[src/source/emesh_pkg.sv]
`default_nettype none

package emesh_pkg;

   //####################################################################
   //# Sizes
   //####################################################################
   localparam int unsigned AW        = 32;            // Address width
   localparam int unsigned DW        = 32;            // Data width
   localparam int unsigned PW        = 104;           // Packet width
   localparam int unsigned MEM_AW    = 8;             // Word index bits
   localparam int unsigned MEM_DEPTH = 1 << MEM_AW;   // 256 words
   localparam int unsigned SW        = DW / 8;        // Byte strobes per word
   localparam int unsigned QDEPTH    = 2;             // Channel queue depth
   localparam int unsigned QPW       = $clog2(QDEPTH); // Queue pointer bits

   //####################################################################
   //# Transfer size
   //####################################################################
   typedef enum logic [1:0] {
      DM_BYTE   = 2'b00,                              // 8 bits
      DM_HALF   = 2'b01,                              // 16 bits
      DM_WORD   = 2'b10,                              // 32 bits
      DM_DOUBLE = 2'b11                               // Handled as word here
   } datamode_t;

   //####################################################################
   //# Emesh packet, msb first
   //####################################################################
   typedef struct packed {
      logic              write;                       // 1 = write, 0 = read
      datamode_t         datamode;
      logic [4:0]        ctrlmode;
      logic [AW-1:0]     dstaddr;
      logic [DW-1:0]     data;
      logic [AW-1:0]     srcaddr;                     // Return address for reads
   } emesh_packet_t;

   // Write as the memory wants it
   typedef struct packed {
      logic [MEM_AW-1:0] index;                       // Word index
      logic [DW-1:0]     data;                        // Already in its byte lanes
      logic [SW-1:0]     strb;                        // One bit per byte
   } mem_wr_t;

   // Read plus what the response needs
   typedef struct packed {
      logic [MEM_AW-1:0] index;                       // Word index
      logic [1:0]        lane;                        // Byte offset in word
      datamode_t         datamode;
      logic [4:0]        ctrlmode;
      logic [AW-1:0]     ret_addr;                    // Request srcaddr
      logic [AW-1:0]     echo_addr;                   // Request dstaddr
   } mem_rd_t;

endpackage

`default_nettype wire
[src/source/emem_wr_channel.sv]
`timescale 1ns/10ps
`default_nettype none

module emem_wr_channel (
   input  logic                   clk,
   input  logic                   nreset,
   input  logic                   access_in,
   input  emesh_pkg::emesh_packet_t packet_in,
   input  logic                   wr_pop,
   output logic                   wr_valid,
   output emesh_pkg::mem_wr_t     wr_head,
   output logic                   wr_full
);

   import emesh_pkg::*;

   mem_wr_t           q_mem [QDEPTH];               // Entry storage
   logic [QPW-1:0]    wr_ptr;                       // Next free slot
   logic [QPW-1:0]    rd_ptr;                       // Head slot
   logic [QPW:0]      count;                        // Entries held
   logic              push;
   logic              pop;
   mem_wr_t           entry;                        // Converted request

   //####################################################################
   //# Request conversion
   //####################################################################
   always_comb begin
      entry.index = packet_in.dstaddr[MEM_AW+1:2];  // Upper bits alias
      case (packet_in.datamode)
         DM_BYTE: begin
            entry.strb = 4'b0001 << packet_in.dstaddr[1:0];
            entry.data = packet_in.data << {packet_in.dstaddr[1:0], 3'b000};
         end
         DM_HALF: begin
            entry.strb = 4'b0011 << {packet_in.dstaddr[1], 1'b0}; // Bit 0 ignored
            entry.data = packet_in.data << {packet_in.dstaddr[1], 4'b0000};
         end
         default: begin                             // Word and double
            entry.strb = 4'b1111;
            entry.data = packet_in.data;
         end
      endcase
   end

   //####################################################################
   //# Queue
   //####################################################################
   assign push = access_in & packet_in.write & ~wr_full; // Writes only
   assign pop  = wr_pop & wr_valid;

   always_ff @(posedge clk or negedge nreset) begin
      if (!nreset) begin
         wr_ptr <= '0;
         rd_ptr <= '0;
         count  <= '0;
      end else begin
         if (push)
            wr_ptr <= wr_ptr + 1'b1;                // Wraps at QDEPTH
         if (pop)
            rd_ptr <= rd_ptr + 1'b1;
         case ({push, pop})
            2'b10:   count <= count + 1'b1;
            2'b01:   count <= count - 1'b1;
            default: count <= count;                // Both or neither
         endcase
      end
   end

   always_ff @(posedge clk) begin
      if (push)
         q_mem[wr_ptr] <= entry;
   end

   assign wr_valid = (count != '0);
   assign wr_full  = (count == QDEPTH[QPW:0]);      // From registered count
   assign wr_head  = q_mem[rd_ptr];

endmodule

`default_nettype wire

[config.mk]
export PLATFORM = sky130hd
export DESIGN_NAME = emem_wr_channel
export DESIGN_NICKNAME = d
export VERILOG_FILES = /design/src/source/emesh_pkg.sv /design/src/source/emem_wr_channel.sv
export SDC_FILE = /design/constraint.sdc
export NUM_CORES = 1
export LEC_CHECK = 0
export ABC_AREA = 0
export BUFFER_PORTS_ARGS = -buffer_cell sky130_fd_sc_hd__buf_2
export CAP_MARGIN = 10
export CORE_ASPECT_RATIO = 1.5
export CORE_UTILIZATION = 45
export CTS_CLUSTER_SIZE = 8
export DETAILED_ROUTE_END_ITERATION = 16
export PLACE_DENSITY = 0.8
export SLEW_MARGIN = 20
export SYNTH_ARGS = -nofsm -noshare
export SYNTH_HDL_FRONTEND = slang
export SYNTH_SLANG_ARGS = --single-unit
[constraint.sdc]
create_clock -name clk -period 3 [get_ports clk]
set_clock_uncertainty 0.2 [all_clocks]
set_input_delay 0.9 -clock clk [delete_from_list [all_inputs] [get_ports clk]]
set_output_delay 0.9 -clock clk [all_outputs]
set_load 0.01 [all_outputs]
==> results.md, run 1 <==
* Status: completed
* Setup bufs post-CTS at 0
* Post-synth EDFFs at between 80 and 90
* Final WS setup at between 300 and 400 ps
* Syn avg cell area at 15.4 um2
* # rows at 42
* CTS Root Buffer Type: clkbuf_16
* Synth cell count leaders: edfxtp_1, mux2_2, o21ai_1
* Met2 track demand over resource at 0.298
* Fillers at 741
* Synth top area share at 0.627
* Cells after DPL at around 470
* Total wire length at between 8000 and 9000 um
* Count leader, synth: edfxtp_1
* TritonCTS clock tree: yes
* Met1 Use GR at 0.234
* Met3 GRT Util at 0.0460
* Syn Inst Count at 274
* Drt wl/cell at about 18 um
* Total core area at 8990 um2
* Htree depth at 3
* # port buffers at between 90 and 100
* Fmax at approximately 380 MHz
* Period utilization at 0.868
* Vias in the first global route at about 2600
* Worst Setup Slack post-DPL at 492 ps
* Critical-path top delay cell: mux2_2
* Global-route wire length before repair at ~13000 um
* Nets at about 480
* Reg2Reg Setup Slack at roughly 1000 ps
* Post-layout util at 0.563
* CP Capture Type: output pin
* Mapped Nets at 383
* Peak supply drop at around 0.00093 V
* Post-synth ARST share at 0.0435
* Die Y at 121 um
* Max-slew violation count at 0
* Clock latency on the worst-skew pair at 330 ps
* Post-route insts no fill at approximately 480
* Post-synth top flop: edfxtp_1
* Initial antenna violation count at 0
* Starting density of the core at 0.469
* Post-synth top area cell: edfxtp_1
* Arrival time worst endpoint at 1500 ps
* Clock transition at path regs at ~60 ps
* ANT nets after route at 0
* Width of the die at about 81 um
* Synth unique cells at 35
* Setup violations, final at 0
* CP Launch Type: register
* Register area share after synthesis at 0.650
* Total GRT Usage at 0.188
* Static leakage at ~1.9 nW
* Gr ovfl total at 0
* Storage element area at between 2000 and 3000 um2
* Post-DP HPWL at 5730 um
* HP Class: in2async
* Final TNS setup at 0 ps
* Crit-path max FO at 45
* Sink Count at 92
* Crit path largest cell delay at 390 ps
* Num ports at between 150 and 200
* N_diodes at 0
* Placer Congestion at between 0.8 and 0.9
* Crit-path cells: buf_12 > mux2_2 > buf_2
* Drt initial violations at about 190
* DR DRC count at 0
* Total CTS buffers at 9
* Max transition margin at 0.613
* CP Data Required Time at ~1900 ps
* Synth Register Bits at slightly above 90
* Resized cells post-CTS at 0
* Final hold vios at 0
* Syn Std Cell Area at ~4200 um2
* PD cells at ~760 nW/um2
* Max Root-Sink Buffers at 2
* GRT busiest layer: met2
* WS Path Type: reg2out
* RSZ-0062 raised after global routing: no
* Synth top area cells: edfxtp_1, mux2_2, dfrtp_1
* Multi-input logic area at roughly 1400 um2
* Post-DR vias/cell at 5.57
* DR vias at roughly 2700
* Yosys Warn Count at 0
* P&R area growth vs syn at 19.9%
* Largest net degree at the start of global routing at 46
* Tmin final at 2600 ps
* Max Cap Viol at 0
* Ratio of cells with drive above 1 in the final layout at 0.452
* Worst slew pin tran at around 580 ps
* TritonRoute pass-1 iters at 6
* CTS Hold Bufs at 0
* Die area at roughly 9800 um2
-- metrics by stage --
step | hold slack [ps] | instance area (um2) | power, W
floorplan | 247 | 4220 | 0.00246
global placement | 263 | 4790 | 0.00286
detailed placement | 297 | 4790 | 0.00289
CTS | 146 | 5060 | 0.00391
global route | 150 | 5060 | 0.00406
finish | 159 | 5060 | 0.00385
-- logic make-up (layout without fill, tap and decap cells) --
group / after synthesis / count (layout) / share of synthesized area
compound gates: 54 / 54 / 0.0923
xor+xnor: 5 / 5 / 0.0104
fa+ha+maj: 1 / 1 / 0.00297
buf+inv: 22 / 120 / 0.0309
flops: 92 / 92 / 0.650
mux: 50 / 50 / 0.132
simple gates: 50 / 50 / 0.0816
-- per-layer routing --
| layer | part of all wire | wire (um) | up-vias |
|---|---|---|---|
| li1 | - | - | 1260 |
| met1 | 0.41 | 3460 | 1294 |
| met2 | 0.51 | 4330 | 115 |
| met3 | 0.057 | 482 | 15 |
| met4 | 0.022 | 188 | 0 |
| met5 | 0 | 0 | - |
-- worst paths after layout --
| path | endpoint | cells after the start | startpoint |
|---|---|---|---|
| max | wr_head[20] | 3 | rd_ptr |
| min | count[0] | 1 | nreset |
| max reg2reg | q_mem[1][37] | 4 | count[1] |
| min reg2reg | count[1] | 1 | count[1] |
| max in group asynchronous | rd_ptr | 1 | nreset |
| min in group clk | count[1] | 1 | count[1] |
-- where the power goes --
group	switching [W]	internal [W]	total (W)
clock network	0.000450	0.000559	0.00101
logic	0.000608	0.000555	0.00116
registers	0.0000588	0.00162	0.00168
-- registers in the layout (all words and copies together) (netlist names) --
| name | cells |
|---|---|
| count | 2 |
| q_mem | 88 |
| rd_ptr | 1 |
| wr_ptr | 1 |
-- worst max-delay path, delay by kind of cell, from the launching register on --
| family | cells | cell delay, ps |
|---|---|---|
| multiplexers | 1 | 390 |
| flip-flops | 1 | 370 |
| buffers and inverters | 2 | 390 |
-- layout by cell type (no fill, tap or decap), types with 2 or more instances in the layout --
cell,count
buf_2,94
edfxtp_1,88
mux2_2,44
o21ai_1,14
nand2_1,10
nor2b_1,10
clkbuf_16,9
nor4bb_1,8
a31oi_1,8
o2bb2ai_1,8
and2_1,8
a22oi_1,8
mux2i_1,6
a222oi_1,6
buf_4,6
nor2_1,4
a21oi_1,4
inv_1,3
xnor2_1,3
dfrtp_1,3
nand2b_1,2
a221o_1,2
nor2_4,2
xor2_1,2
clkinvlp_4,2
clkinv_4,2
-- cell type report --
type	count	share of cell area
Inverter	3	0.00223
Clock buffer	10	0.0453
Clock inverter	6	0.00816
Multi-Input combinational cell	160	0.269
Timing Repair Buffer	101	0.106
Sequential cell	92	0.542
Tap cell	110	0.0272
No activity file was read; power rests on OpenSTA's default activity.
==> inputs of run 2 (changes only) <==
==> constraint.sdc (replaced) <==
create_clock -name clk -period 3 [get_ports clk]
set_clock_uncertainty 0.2 [all_clocks]
set_input_delay 0.3 -clock clk [delete_from_list [all_inputs] [get_ports clk]]
set_output_delay 0.3 -clock clk [all_outputs]
set_load 0.01 [all_outputs]
==> run 2 against run 1 <==
Net effect:
- sequential share of layout area fell by 1.4 points
- sequential power grew 3%
- global-route usage is 0.87 points higher
- total power increased by 7.4%
- utilization up 1.5 points
- register-to-register slack got worse by 140 ps
- critical path depth unchanged
- first-iteration DRC count is 6.9% lower
- final cell count is 1.0% higher
- fmax up 14%
- critical endpoint is now wr_head[23]
- highest routed layer unchanged
==> results.md, run 2 (synthesis results as in run 1) <==
* Setup violations, final at 0 (unchanged)
* Cells after DPL at 462 (-0.86%)
* P&R area growth vs syn at 23.1%
* Num ports at 154 (unchanged)
* CTS Root Buffer Type: clkbuf_16
* Post-route insts no fill at 487 (+1.0%)
* WP buf/inv at 2 (unchanged)
* Die area at 9770 um2 (unchanged)
* Largest register FFs at 88 (unchanged)
* Status: completed
* Max Cap Viol at 0 (unchanged)
* # port buffers at 94 (unchanged)
* Crit path largest cell delay at 670 ps (+280 ps)
* Total wire length at 8850 um (+4.5%)
* Initial antenna violation count at 0 (unchanged)
* Most frequent cells in the layout: buf_2, edfxtp_1, mux2_2
* Multi-input logic area at 1360 um2 (unchanged)
* Max Root-Sink Buffers at 2 (unchanged)
* Resized cells post-CTS at 0 (unchanged)
* Htree depth at 3 (unchanged)
* Total GRT Usage at 0.196 (+0.00866)
* Period utilization at 0.762 (-0.106)
* Post-DR vias/cell at 5.64 (+1.4%)
* Worst slew pin tran at 797 ps (+216 ps)
* TritonCTS clock tree: yes
* N_diodes at 0 (unchanged)
* Tmin final at 2290 ps (-319 ps)
* Largest net degree at the start of global routing at 45 (-2.2%)
* TritonRoute pass-1 iters at 5 (-1)
* WS Path Type: reg2out
* Setup bufs post-CTS at 0 (unchanged)
* ANT nets after route at 0 (unchanged)
* Width of the die at 81.0 um (unchanged)
* RSZ-0062 raised after global routing: no
* HP Class: in2async
* Max-slew violation count at 0 (unchanged)
* CP Data Required Time at 2500 ps (+600 ps)
* Largest regs: q_mem x88, count x2
* Peak supply drop at 0.000519 V (-44%)
* Fillers at 737 (-0.54%)
* Critical-path top delay cell: dfrtp_2
* PD cells at 797 nW/um2 (+4.6%)
* # rows at 42 (unchanged)
* Top reg by flops: q_mem
* Clock transition at path regs at 60 ps (about the same)
* Clock latency on the worst-skew pair at 340 ps (about the same)
* Placer Congestion at 0.833 (-2.0%)
* Fmax at 438 MHz (+14%)
* Vias in the first global route at 2771 (+5.7%)
* CP Launch Type: register
* Ratio of cells with drive above 1 in the final layout at 0.438 (-0.0139)
* Post-DP HPWL at 5780 um (+0.88%)
* Nets at 481 (+1.1%)
* Total CTS buffers at 9 (unchanged)
* Final TNS setup at 0 ps (unchanged)
* Metal2 WL at 4550 um (+5.1%)
* Storage element area at 2740 um2 (unchanged)
* Static leakage at 1.93 nW (+3.2%)
* CTS Hold Bufs at 9 (+9)
* Drt initial violations at 176 (-6.9%)
* Final hold vios at 0 (unchanged)
* Met1 WL at 3520 um (+1.6%)
* Crit-path max FO at 27 (-40%)
* Total core area at 8990 um2 (unchanged)
* Global-route wire length before repair at 13800 um (+4.1%)
* DR DRC count at 0 (unchanged)
* Starting density of the core at 0.469 (unchanged)
* CP Capture Type: output pin
* Critical path's top delay family: flip-flops
* Die Y at 121 um (unchanged)
* Highest routed layer: met4
* Sink Count at 92 (unchanged)
* Met3 Wirelength at 543 um (+13%)
* Crit-path cells: buf_12 > mux2_2 > buf_2
* Arrival time worst endpoint at 1790 ps (+290 ps)
* Drt wl/cell at 18.2 um (+3.4%)
* Max transition margin at 0.468 (-0.145)
* Most common cell after layout, fill and taps aside: buf_2
* DR vias at 2749 (+2.4%)
* Gr ovfl total at 0 (unchanged)
run 2: changes by cell type in the layout (fill, tap and decap cells not counted), sizes merged:
cell,previous run,this run
buf,101,97
bufinv,0,3
clkbuf,10,9
clkinv,4,1
clkinvlp,2,0
dlygate4sd3,0,9
inv,3,6
run 2: area by class of cell:
class,count,share of cell area
clock inverter,7,0.0231
sequential,92,0.528
timing repair buffer,106,0.115
inverter,3,0.00217
clock buffer,9,0.0434
multi-input combinational,160,0.262
tap,110,0.0265
run 2: worst paths after layout:
check,from,to,slack (ps),cells after the start
worst min-delay path,nreset,count[0],90,2
worst max-delay path,rd_ptr,wr_head[23],710,3
worst min register to register,count[1],count[1],300,1
max in group asynchronous,nreset,rd_ptr,2370,2
min in group clk,packet_in[52],q_mem[0][24],100,2
worst max register to register,count[1],q_mem[0][39],880,4
run 2: metal layers:
metal,vias up,global-route usage
met5,-,0
met4,0,0.102
met3,15,0.0460
met2,133,0.327
met1,1332,0.231
li1,1269,-
run 2: report_power, final:
group          leakage [nW]  switching [W]  internal, W
Combinational         0.912       0.000567     0.000554
Sequential            0.852       0.000107      0.00162
Clock                 0.168       0.000468     0.000820
run 2: metrics by stage:
stage	power [W]	utilization	setup slack [ps]	hold slack (ps)	cell area, um2
2_1_floorplan	0.00246	-	-301	-196	4220
6_report	0.00414	0.578	714	93.7	5190
4_1_cts	0.00420	0.578	679	76.3	5190
3_3_place_gp	0.00285	0.530	776	-94.0	4760
5_1_grt	0.00435	0.578	614	84.3	5190
3_5_place_dp	0.00288	0.530	746	-92.4	4760
