File: src/source/emesh_pkg.sv
`default_nettype none

package emesh_pkg;

   //####################################################################
   //# Sizes
   //####################################################################
   localparam int unsigned AW        = 32;            // Address width
   localparam int unsigned DW        = 32;            // Data width
   localparam int unsigned PW        = 104;           // Packet width
   localparam int unsigned MEM_AW    = 8;             // Word index bits
   localparam int unsigned MEM_DEPTH = 1 << MEM_AW;   // 256 words
   localparam int unsigned SW        = DW / 8;        // Byte strobes per word
   localparam int unsigned QDEPTH    = 2;             // Channel queue depth
   localparam int unsigned QPW       = $clog2(QDEPTH); // Queue pointer bits

   //####################################################################
   //# Transfer size
   //####################################################################
   typedef enum logic [1:0] {
      DM_BYTE   = 2'b00,                              // 8 bits
      DM_HALF   = 2'b01,                              // 16 bits
      DM_WORD   = 2'b10,                              // 32 bits
      DM_DOUBLE = 2'b11                               // Handled as word here
   } datamode_t;

   //####################################################################
   //# Emesh packet, msb first
   //####################################################################
   typedef struct packed {
      logic              write;                       // 1 = write, 0 = read
      datamode_t         datamode;
      logic [4:0]        ctrlmode;
      logic [AW-1:0]     dstaddr;
      logic [DW-1:0]     data;
      logic [AW-1:0]     srcaddr;                     // Return address for reads
   } emesh_packet_t;

   // Write as the memory wants it
   typedef struct packed {
      logic [MEM_AW-1:0] index;                       // Word index
      logic [DW-1:0]     data;                        // Already in its byte lanes
      logic [SW-1:0]     strb;                        // One bit per byte
   } mem_wr_t;

   // Read plus what the response needs
   typedef struct packed {
      logic [MEM_AW-1:0] index;                       // Word index
      logic [1:0]        lane;                        // Byte offset in word
      datamode_t         datamode;
      logic [4:0]        ctrlmode;
      logic [AW-1:0]     ret_addr;                    // Request srcaddr
      logic [AW-1:0]     echo_addr;                   // Request dstaddr
   } mem_rd_t;

endpackage

`default_nettype wire
File: src/source/emem_rd_channel.sv
`timescale 1ns/10ps
`default_nettype none

module emem_rd_channel (
   input  logic                   clk,
   input  logic                   nreset,
   input  logic                   access_in,
   input  emesh_pkg::emesh_packet_t packet_in,
   input  logic                   rd_pop,
   output logic                   rd_valid,
   output emesh_pkg::mem_rd_t     rd_head,
   output logic                   rd_full
);

   import emesh_pkg::*;

   mem_rd_t           q_mem [QDEPTH];               // Entry storage
   logic [QPW-1:0]    wr_ptr;                       // Next free slot
   logic [QPW-1:0]    rd_ptr;                       // Head slot
   logic [QPW:0]      count;                        // Entries held
   logic              push;
   logic              pop;
   mem_rd_t           entry;                        // Prepared request

   //####################################################################
   //# Response header prep
   //####################################################################
   always_comb begin
      entry.index     = packet_in.dstaddr[MEM_AW+1:2];
      entry.lane      = packet_in.dstaddr[1:0];     // Byte offset for extract
      entry.datamode  = packet_in.datamode;
      entry.ctrlmode  = packet_in.ctrlmode;
      entry.ret_addr  = packet_in.srcaddr;          // Response goes back here
      entry.echo_addr = packet_in.dstaddr;          // Shown as response source
   end

   // Half reads only look at bit 1 of the lane, core drops bit 0

   //####################################################################
   //# Queue
   //####################################################################
   assign push = access_in & ~packet_in.write & ~rd_full; // Reads only
   assign pop  = rd_pop & rd_valid;

   always_ff @(posedge clk or negedge nreset) begin
      if (!nreset) begin
         wr_ptr <= '0;
         rd_ptr <= '0;
         count  <= '0;
      end else begin
         if (push)
            wr_ptr <= wr_ptr + 1'b1;                // Wraps at QDEPTH
         if (pop)
            rd_ptr <= rd_ptr + 1'b1;
         case ({push, pop})
            2'b10:   count <= count + 1'b1;
            2'b01:   count <= count - 1'b1;
            default: count <= count;                // Both or neither
         endcase
      end
   end

   always_ff @(posedge clk) begin
      if (push)
         q_mem[wr_ptr] <= entry;
   end

   assign rd_valid = (count != '0);
   assign rd_full  = (count == QDEPTH[QPW:0]);      // Feeds wait_out
   assign rd_head  = q_mem[rd_ptr];

endmodule

`default_nettype wire

File: config.mk
export PLATFORM = sky130hd
export DESIGN_NAME = emem_rd_channel
export DESIGN_NICKNAME = d
export VERILOG_FILES = /design/src/source/emesh_pkg.sv /design/src/source/emem_rd_channel.sv
export SDC_FILE = /design/constraint.sdc
export NUM_CORES = 1
export LEC_CHECK = 0
export BUFFER_PORTS_ARGS = -buffer_cell sky130_fd_sc_hd__buf_2
export CAP_MARGIN = 10
export CORE_MARGIN = 1
export CORE_UTILIZATION = 45
export CTS_CLUSTER_SIZE = 28
export DETAILED_ROUTE_END_ITERATION = 6
export PLACE_DENSITY = 0.73
export SLEW_MARGIN = 20
export SYNTH_ARGS = -nofsm -noshare
export SYNTH_HDL_FRONTEND = slang
export SYNTH_SLANG_ARGS = --single-unit
export TNS_END_PERCENT = 20
File: constraint.sdc
create_clock -name clk -period 4.43 [get_ports clk]
set_clock_uncertainty 0.2 [all_clocks]
set_input_delay 0.886 -clock clk [delete_from_list [all_inputs] [get_ports clk]]
set_output_delay 0.886 -clock clk [all_outputs]
set_load 0.01 [all_outputs]
==> results of run 1 <==
[registers in the layout, indices dropped and copies added (netlist names)]
register  cells
count         2
q_mem       142
rd_ptr        1
wr_ptr        1
[power by group through the flow]
stage	sequential (mW)	clock, mW	combinational (mW)
4_1_cts	1.91	1.41	0.989
5_1_grt	1.93	1.46	1.05
2_1_floorplan	1.80	0	0.764
3_5_place_dp	1.94	0	0.984
6_report	1.90	1.39	0.973
3_3_place_gp	1.92	0	0.974
[cells in the mapped netlist (2+ instances only)]
library cell	n	area (sq um)
buf_2	8	40.04
buf_4	10	75.07
dfrtp_1	4	100.1
edfxtp_1	142	4264
mux2_2	71	799.5
nor2_1	3	11.26
xnor2_1	2	17.52
xor2_1	2	17.52
[worst max-delay path by stage]
stage                     cells past startpoint            to      startpoint
after floorplan                               3  q_mem[0][10]  packet_in[103]
after global placement                        4  q_mem[1][14]  packet_in[103]
after detailed placement                      4  q_mem[1][14]  packet_in[103]
after CTS                                     2   rd_head[80]          rd_ptr
after global routing                          2    rd_head[8]          rd_ptr
final                                         2    rd_head[6]          rd_ptr
[per-layer routing]
layer  vias up  GRT usage
met4         0    0.08649
met5         -          0
li1       1291          -
met3        15    0.05335
met2       102     0.2717
met1      1361     0.1750
[final cells by class]
type | count | area (sq um) | area share
tap | 143 | 178.9 | 0.02597
inverter | 1 | 3.754 | 0.0005449
clock inverter | 13 | 143.9 | 0.02089
multi-input combinational | 84 | 919.6 | 0.1335
clock buffer | 18 | 429.2 | 0.06230
sequential | 146 | 4368 | 0.6340
timing repair buffer | 162 | 845.8 | 0.1228
[per-stage QoR]
step           setup slack [ns]  area [sq um]  power [mW]
4_1_cts                   1.215          6889       4.310
3_5_place_dp              1.476          6316       2.920
3_3_place_gp              1.519          6316       2.894
5_1_grt                   1.124          6889       4.438
6_report                  1.254          6889       4.260
2_1_floorplan           -0.6717          5399       2.566
[cell families (layout without fill, tap and decap cells)]
kind of cell  Yosys count  after routing  synth area share
flops                 146            146            0.8083
mux                    71             71            0.1481
buf+inv                20            194           0.02410
simple gates            7              7          0.007650
xor+xnor                5              5          0.009504
fa+ha+maj               1              1          0.002317
==> metrics.md, run 1 <==
| Metric | Value |
|---|---|
| Die Y | `around 110 um` |
| Largest net degree at the start of global routing | `73` |
| First-pass GRT wire length | `14.46 mm` |
| Grt total ovfl | `0` |
| Crit-path leading delay family | `flip-flops` |
| Fmax | `around 310 MHz` |
| DP Wirelength | `roughly 5.8 mm` |
| Syn avg cell area | `around 22 sq um` |
| CTS tree | `done` |
| Sw Share | `0.2684` |
| CP max FO | `72` |
| Critical R2R Capture | `q_mem[0][60]` |
| Leak | `~2.6 nW` |
| Clk pwr share | `0.325` |
| Number of synthesis warnings | `0` |
| Drc violations | `10` |
| Die width | `111.5 um` |
| Period utilization | `0.7170` |
| Post-synth EDFFs | `approximately 140` |
| Maximum vdd drop | `between 0.3 and 0.4 mV` |
| Synth-to-layout area growth | `27.60%` |
| P per Cell Area | `618.4 mW/mm^2` |
| Least-Margin Pin Slew | `between 0.9 and 1 ns` |
| H-tree Lvls | `4` |
| Fill cell instance count of the final layout | `approximately 860` |
| Clock Sinks | `about 150` |
| CP Class | `reg2out` |
| ANT cells | `0` |
| Yosys cell types | `16` |
| P_sw | `approximately 1.1 mW` |
| Top_reg_cell synth | `edfxtp_1` |
| Mapped Area | `0.005399 sq mm` |
| Seq/Total Area, Yosys | `0.8083` |
| Final setup vio count | `0` |
| Core Rows | `39` |
| Outcome | `finished, violations left` |
| RSZ-0062 raised after global routing | `no` |
| Post-synthesis register bit count | `between 100 and 150` |
| WL/cell | `~16 um` |
| CTS Hold Bufs | `0` |
| Startpoint Class | `register` |
| Via-to-Cell Ratio | `between 4 and 5` |
| Met2 Routed Length | `4.816 mm` |
| Drt total wl | `9.297 mm` |
| Clock tree buffer depth | `2` |
| Critical Path, Cell by Cell | `mux2_2 -> buf_2` |
| Placed insts | `536` |
| CTS resizes | `0` |
| Comb pwr share | `0.228` |
| Worst r2r src | `count[1]` |
| DIE AREA | `~0.012 sq mm` |
| Commonest non-fill, non-tap cell in the layout | `buf_2` |
| Antenna-violating nets left | `0` |
| Final hold vios | `0` |
| Final non-filler cell total | `roughly 570` |
| Ports | `between 150 and 200` |
| IO buf count | `between 150 and 200` |
| Reg clk slew, reported paths | `0.06 ns` |
| Final core occ | `0.5957` |
| Slew margin rel. | `0.3452` |
| Initial Utilization | `0.4668` |
| Iter 0 DRT Violations | `between 100 and 150` |
| Drt first pass iters | `7` |
| RD Place Congestion | `between 0.6 and 0.7` |
| Int Pwr | `3.117 mW` |
| Met1 wire length | `roughly 3.7 mm` |
| Met3 WL | `between 600 and 700 um` |
| Layout cells sized above 1 | `0.6274` |
| Antenna violations before repair | `0` |
| Seq pwr share | `0.446` |
| Highest Signal Layer | `met4` |
| Pins Over Slew Limit | `0` |
| Min Hold Slack | `0.06730 ns` |
| Worst skew pair latency | `roughly 0.42 ns` |
| Worst Path Arrival | `2.09 ns` |
| Clock root cell | `clkbuf_16` |
| Most frequent cells in the layout | `buf_2, edfxtp_1, mux2_2` |
| Setup Buffers After CTS | `0` |
| Setup Total Neg Slack | `0 ns` |
| Vias in the first global route | `2947` |
| Failing checks | `DRC` |
| CORE AREA | `between 0.01 and 0.015 sq mm` |
| CP max stage delay | `roughly 1.1 ns` |
| Post-layout min period | `around 3.2 ns` |
| Crit path buf inv count | `1` |
| Hold Crit Class | `in2async` |
| Slowest CP cell | `dfrtp_4` |
| Reg2reg path depth | `4` |
| Post-Syn Instances | `250` |
| Ys async rst share | `0.02740` |
| CTS Buf Count | `17` |
| Maxcap violations | `0` |
| Total GRT Usage | `0.1588` |
| Critical path required time | `3.34 ns` |
| Worst R2R Setup Slack | `between 1.5 and 2 ns` |
| DR vias | `2769` |
| Nature of the critical path endpoint | `output pin` |
| Net Count, Synth | `between 300 and 400` |
| Final nets | `~520` |
No activity file was read; power rests on OpenSTA's default activity.
==> run 2: changes to the inputs <==
--- a/config.mk
+++ b/config.mk
@@ -5,6 +5,7 @@
 export SDC_FILE = /design/constraint.sdc
 export NUM_CORES = 1
 export LEC_CHECK = 0
+export ABC_AREA = 1
 export BUFFER_PORTS_ARGS = -buffer_cell sky130_fd_sc_hd__buf_2
 export CAP_MARGIN = 10
 export CORE_MARGIN = 1
==> constraint.sdc (replaced) <==
create_clock -name clk -period 2.6 [get_ports clk]
set_clock_uncertainty 0.2 [all_clocks]
set_input_delay 0.52 -clock clk [delete_from_list [all_inputs] [get_ports clk]]
set_output_delay 0.52 -clock clk [all_outputs]
set_load 0.01 [all_outputs]
==> metrics.md, run 2 <==
| Metric | Value |
|---|---|
| Max FFs per register | `142 (unchanged)` |
| First-pass GRT wire length | `15.81 mm (+9.3%)` |
| Met1 Track Usage GR | `0.1833 (+0.008321)` |
| Final non-filler cell total | `733 (+29%)` |
| Die Y | `112.6 um (+0.94%)` |
| IO buf count | `158 (unchanged)` |
| Initial Utilization | `0.4600 (-0.006798)` |
| Regs by FF count | `q_mem: 142 flops, count: 2 flops` |
| CTS Buf Count | `17 (unchanged)` |
| WL/cell | `13.90 um (-15%)` |
| Seq/Total Area, Yosys | `0.7931 (-0.01526)` |
| Mapped Area | `0.005503 sq mm (+1.9%)` |
| Net Count, Synth | `522 (+45%)` |
| Hold depth | `1` |
| Met3 usage | `0.07829 (+0.02495)` |
| Largest net degree at the start of global routing | `73 (unchanged)` |
| Clock tree buffer depth | `2 (unchanged)` |
| CP max FO | `72 (unchanged)` |
| Syn avg cell area | `13.32 sq um (-38%)` |
| Nature of the critical path endpoint | `output pin` |
| Period utilization | `0.9165` |
| Post-synth EDFFs | `142 (unchanged)` |
| Comb pwr share | `0.278 (+0.050)` |
| Worst hold path endpoint | `q_mem[1][62]` |
| Ys async rst share | `0.02740 (unchanged)` |
| Setup Buffers After CTS | `0 (unchanged)` |
| Reg2reg path depth | `5 (+1)` |
| Final hold vios | `0 (unchanged)` |
| CTS tree | `done` |
| Clk pwr share | `0.330 (+0.005)` |
| Drt total wl | `10.19 mm (+9.6%)` |
| Sw Share | `0.3071 (+0.03871)` |
| Pins Over Slew Limit | `0 (unchanged)` |
| Leak | `3.050 nW (+17%)` |
| Commonest cells post-synth | `nand2_1, edfxtp_1, buf_4` |
| Worst R2R Setup Slack | `0.61 ns (-1.33 ns)` |
| Critical path required time | `1.88 ns (-1.46 ns)` |
| Hold path start | `packet_in[30]` |
| Top_reg_cell synth | `edfxtp_1` |
| Placed insts | `700 (+31%)` |
| DR vias | `3449 (+25%)` |
| CTS Hold Bufs | `1 (+1)` |
| Layout cells sized above 1 | `0.3333 (-0.2940)` |
| Slew margin rel. | `0.6324 (+0.2872)` |
| Setup Total Neg Slack | `0 ns (unchanged)` |
| H-tree Lvls | `4 (unchanged)` |
| Antenna-violating nets left | `0 (unchanged)` |
| Critical R2R Capture | `q_mem[1][36]` |
| Gr busiest metal | `met2` |
| Number of synthesis warnings | `0 (unchanged)` |
| CP Class | `reg2out` |
| Commonest non-fill, non-tap cell in the layout | `nand2_1` |
| Met2 GRT Util | `0.2819 (+0.01023)` |
| Iter 0 DRT Violations | `186 (+26%)` |
| Die width | `112.6 um (+0.94%)` |
| DP Wirelength | `6.429 mm (+10%)` |
| Final nets | `682 (+31%)` |
| P_sw | `2.367 mW (+110%)` |
| Area share of the largest cell type after synthesis | `0.7749 (-0.01491)` |
| Antenna violations before repair | `1 (+1)` |
| Post-Syn Instances | `413 (+65%)` |
| Maxcap violations | `0 (unchanged)` |
| Least-Margin Pin Slew | `0.5514 ns (-0.4308 ns)` |
| Setup slack after layout | `0.2171 ns (-1.037 ns)` |
| Post-layout min period | `about 2.4 ns` |
| Via-to-Cell Ratio | `4.705 (-3.7%)` |
| Maximum vdd drop | `0.7055 mV (+100%)` |
| Drc violations | `0 (-10)` |
| Most common cell in the netlist | `nand2_1` |
| Core Rows | `40 (+2.6%)` |
| Hold Crit Class | `in2reg` |
| Clock Sinks | `146 (unchanged)` |
| Leading area contributor after synthesis | `edfxtp_1` |
| Seq pwr share | `0.392 (-0.054)` |
| CORE AREA | `0.01196 sq mm (+3.4%)` |
| Final setup vio count | `0 (unchanged)` |
| Grt total ovfl | `0 (unchanged)` |
| Vias in the first global route | `3379 (+15%)` |
| Startpoint Class | `register` |
| Int Pwr | `5.340 mW (+71%)` |
| Final instance area | `0.006983 sq mm (+1.4%)` |
| Most frequent cells in the layout | `nand2_1, buf_2, edfxtp_1` |
| Yosys cell types | `13 (-3)` |
| CTS resizes | `0 (unchanged)` |
| Worst skew pair latency | `0.41 ns (about the same)` |
| Clock root cell | `clkbuf_16` |
| Reg clk slew, reported paths | `0.06 ns (about the same)` |
| RSZ-0062 raised after global routing | `no` |
| Worst r2r src | `count[0]` |
| Worst Path Arrival | `1.66 ns (-0.43 ns)` |
| Fmax | `about 420 MHz` |
| Total GRT Usage | `0.1677 (+0.008922)` |
| RD Place Congestion | `0.7054 (+8.2%)` |
| Pre-CTS setup slack | `0.5549 ns (-0.9208 ns)` |
| Synth-to-layout area growth | `26.90%` |
| Post-synthesis register bit count | `146 (unchanged)` |
| Top reg by flops | `q_mem` |
| DIE AREA | `0.01267 sq mm (+1.9%)` |
| Dpl cell area | `0.006349 sq mm (+0.52%)` |
| Ports | `191 (unchanged)` |
| P per Cell Area | `1104 mW/mm^2 (+78%)` |
| Drt first pass iters | `4 (-3)` |
| Outcome | `finished, final reports clean` |
| Top cells by area, synth | `edfxtp_1, nand2_1, dfrtp_1` |
run 2: cell count changes after synthesis, sizes merged, moves of 2 or more:
cell	delta
buf	+6
inv	+9
mux2	-71
nand2	+224
nand3	+3
nand4	+2
nor2	-2
xnor2	-2
xor2	-2
run 2: cell type report:
class | count | area, sq um
diodes | 1 | 2.502
clock buffers | 19 | 432.9
clock inverters | 12 | 188.9
fillers | 954 | 4979
inverters | 10 | 42.54
multi-input cells | 232 | 900.9
flip-flops and latches | 146 | 4365
well taps | 147 | 183.9
repair buffers | 166 | 865.8
run 2: cells by family (layout without fill, tap and decap cells):
family	count (synthesis)	after routing	share of synthesized area
xor gates and xnor gates	1	1	0.001592
adders and majority gates	1	1	0.002273
buffers and inverters	35	207	0.04457
DFF	146	146	0.7931
other	0	1	0
and+or+nand+nor	230	230	0.1585
run 2: power by group through the flow:
stage | clock network, mW | logic, mW | registers [mW]
floorplan | 0 | 1.49 | 3.04
global placement | 0 | 2.12 | 3.05
detailed placement | 0 | 2.17 | 3.06
CTS | 2.59 | 2.19 | 3.02
global route | 2.68 | 2.39 | 3.04
finish | 2.55 | 2.14 | 3.02
run 2: critical path, cell delays in order, from the launching register on:
cell and delay [ns]:
dfrtp_2 0.45, inv_6 0.40, nand2_1 0.12, nand2_1 0.10, buf_2 0.13
run 2: how the worst max path moves through the flow:
stage,start,to,depth (start not counted)
floorplan,packet_in[103],q_mem[0][10],3
global placement,packet_in[103],q_mem[1][69],5
detailed placement,packet_in[103],q_mem[1][69],5
CTS,rd_ptr,rd_head[4],4
global route,rd_ptr,rd_head[63],4
finish,rd_ptr,rd_head[56],4
run 2: layer usage:
metal  share of wire  vias up
met2            0.51      127
met3           0.077       18
met5               0        -
met1            0.39     1605
li1                -     1699
met4           0.016        0
run 2: per-stage QoR:
| stage | power (mW) | util | hold WS, ns |
|---|---|---|---|
| floorplan | 4.534 | - | 0.02441 |
| global placement | 5.171 | 0.5308 | 0.1294 |
| detailed placement | 5.231 | 0.5308 | 0.1331 |
| CTS | 7.799 | 0.5836 | 0.07111 |
| global route | 8.107 | 0.5836 | 0.06840 |
| finish | 7.706 | 0.5838 | 0.09146 |
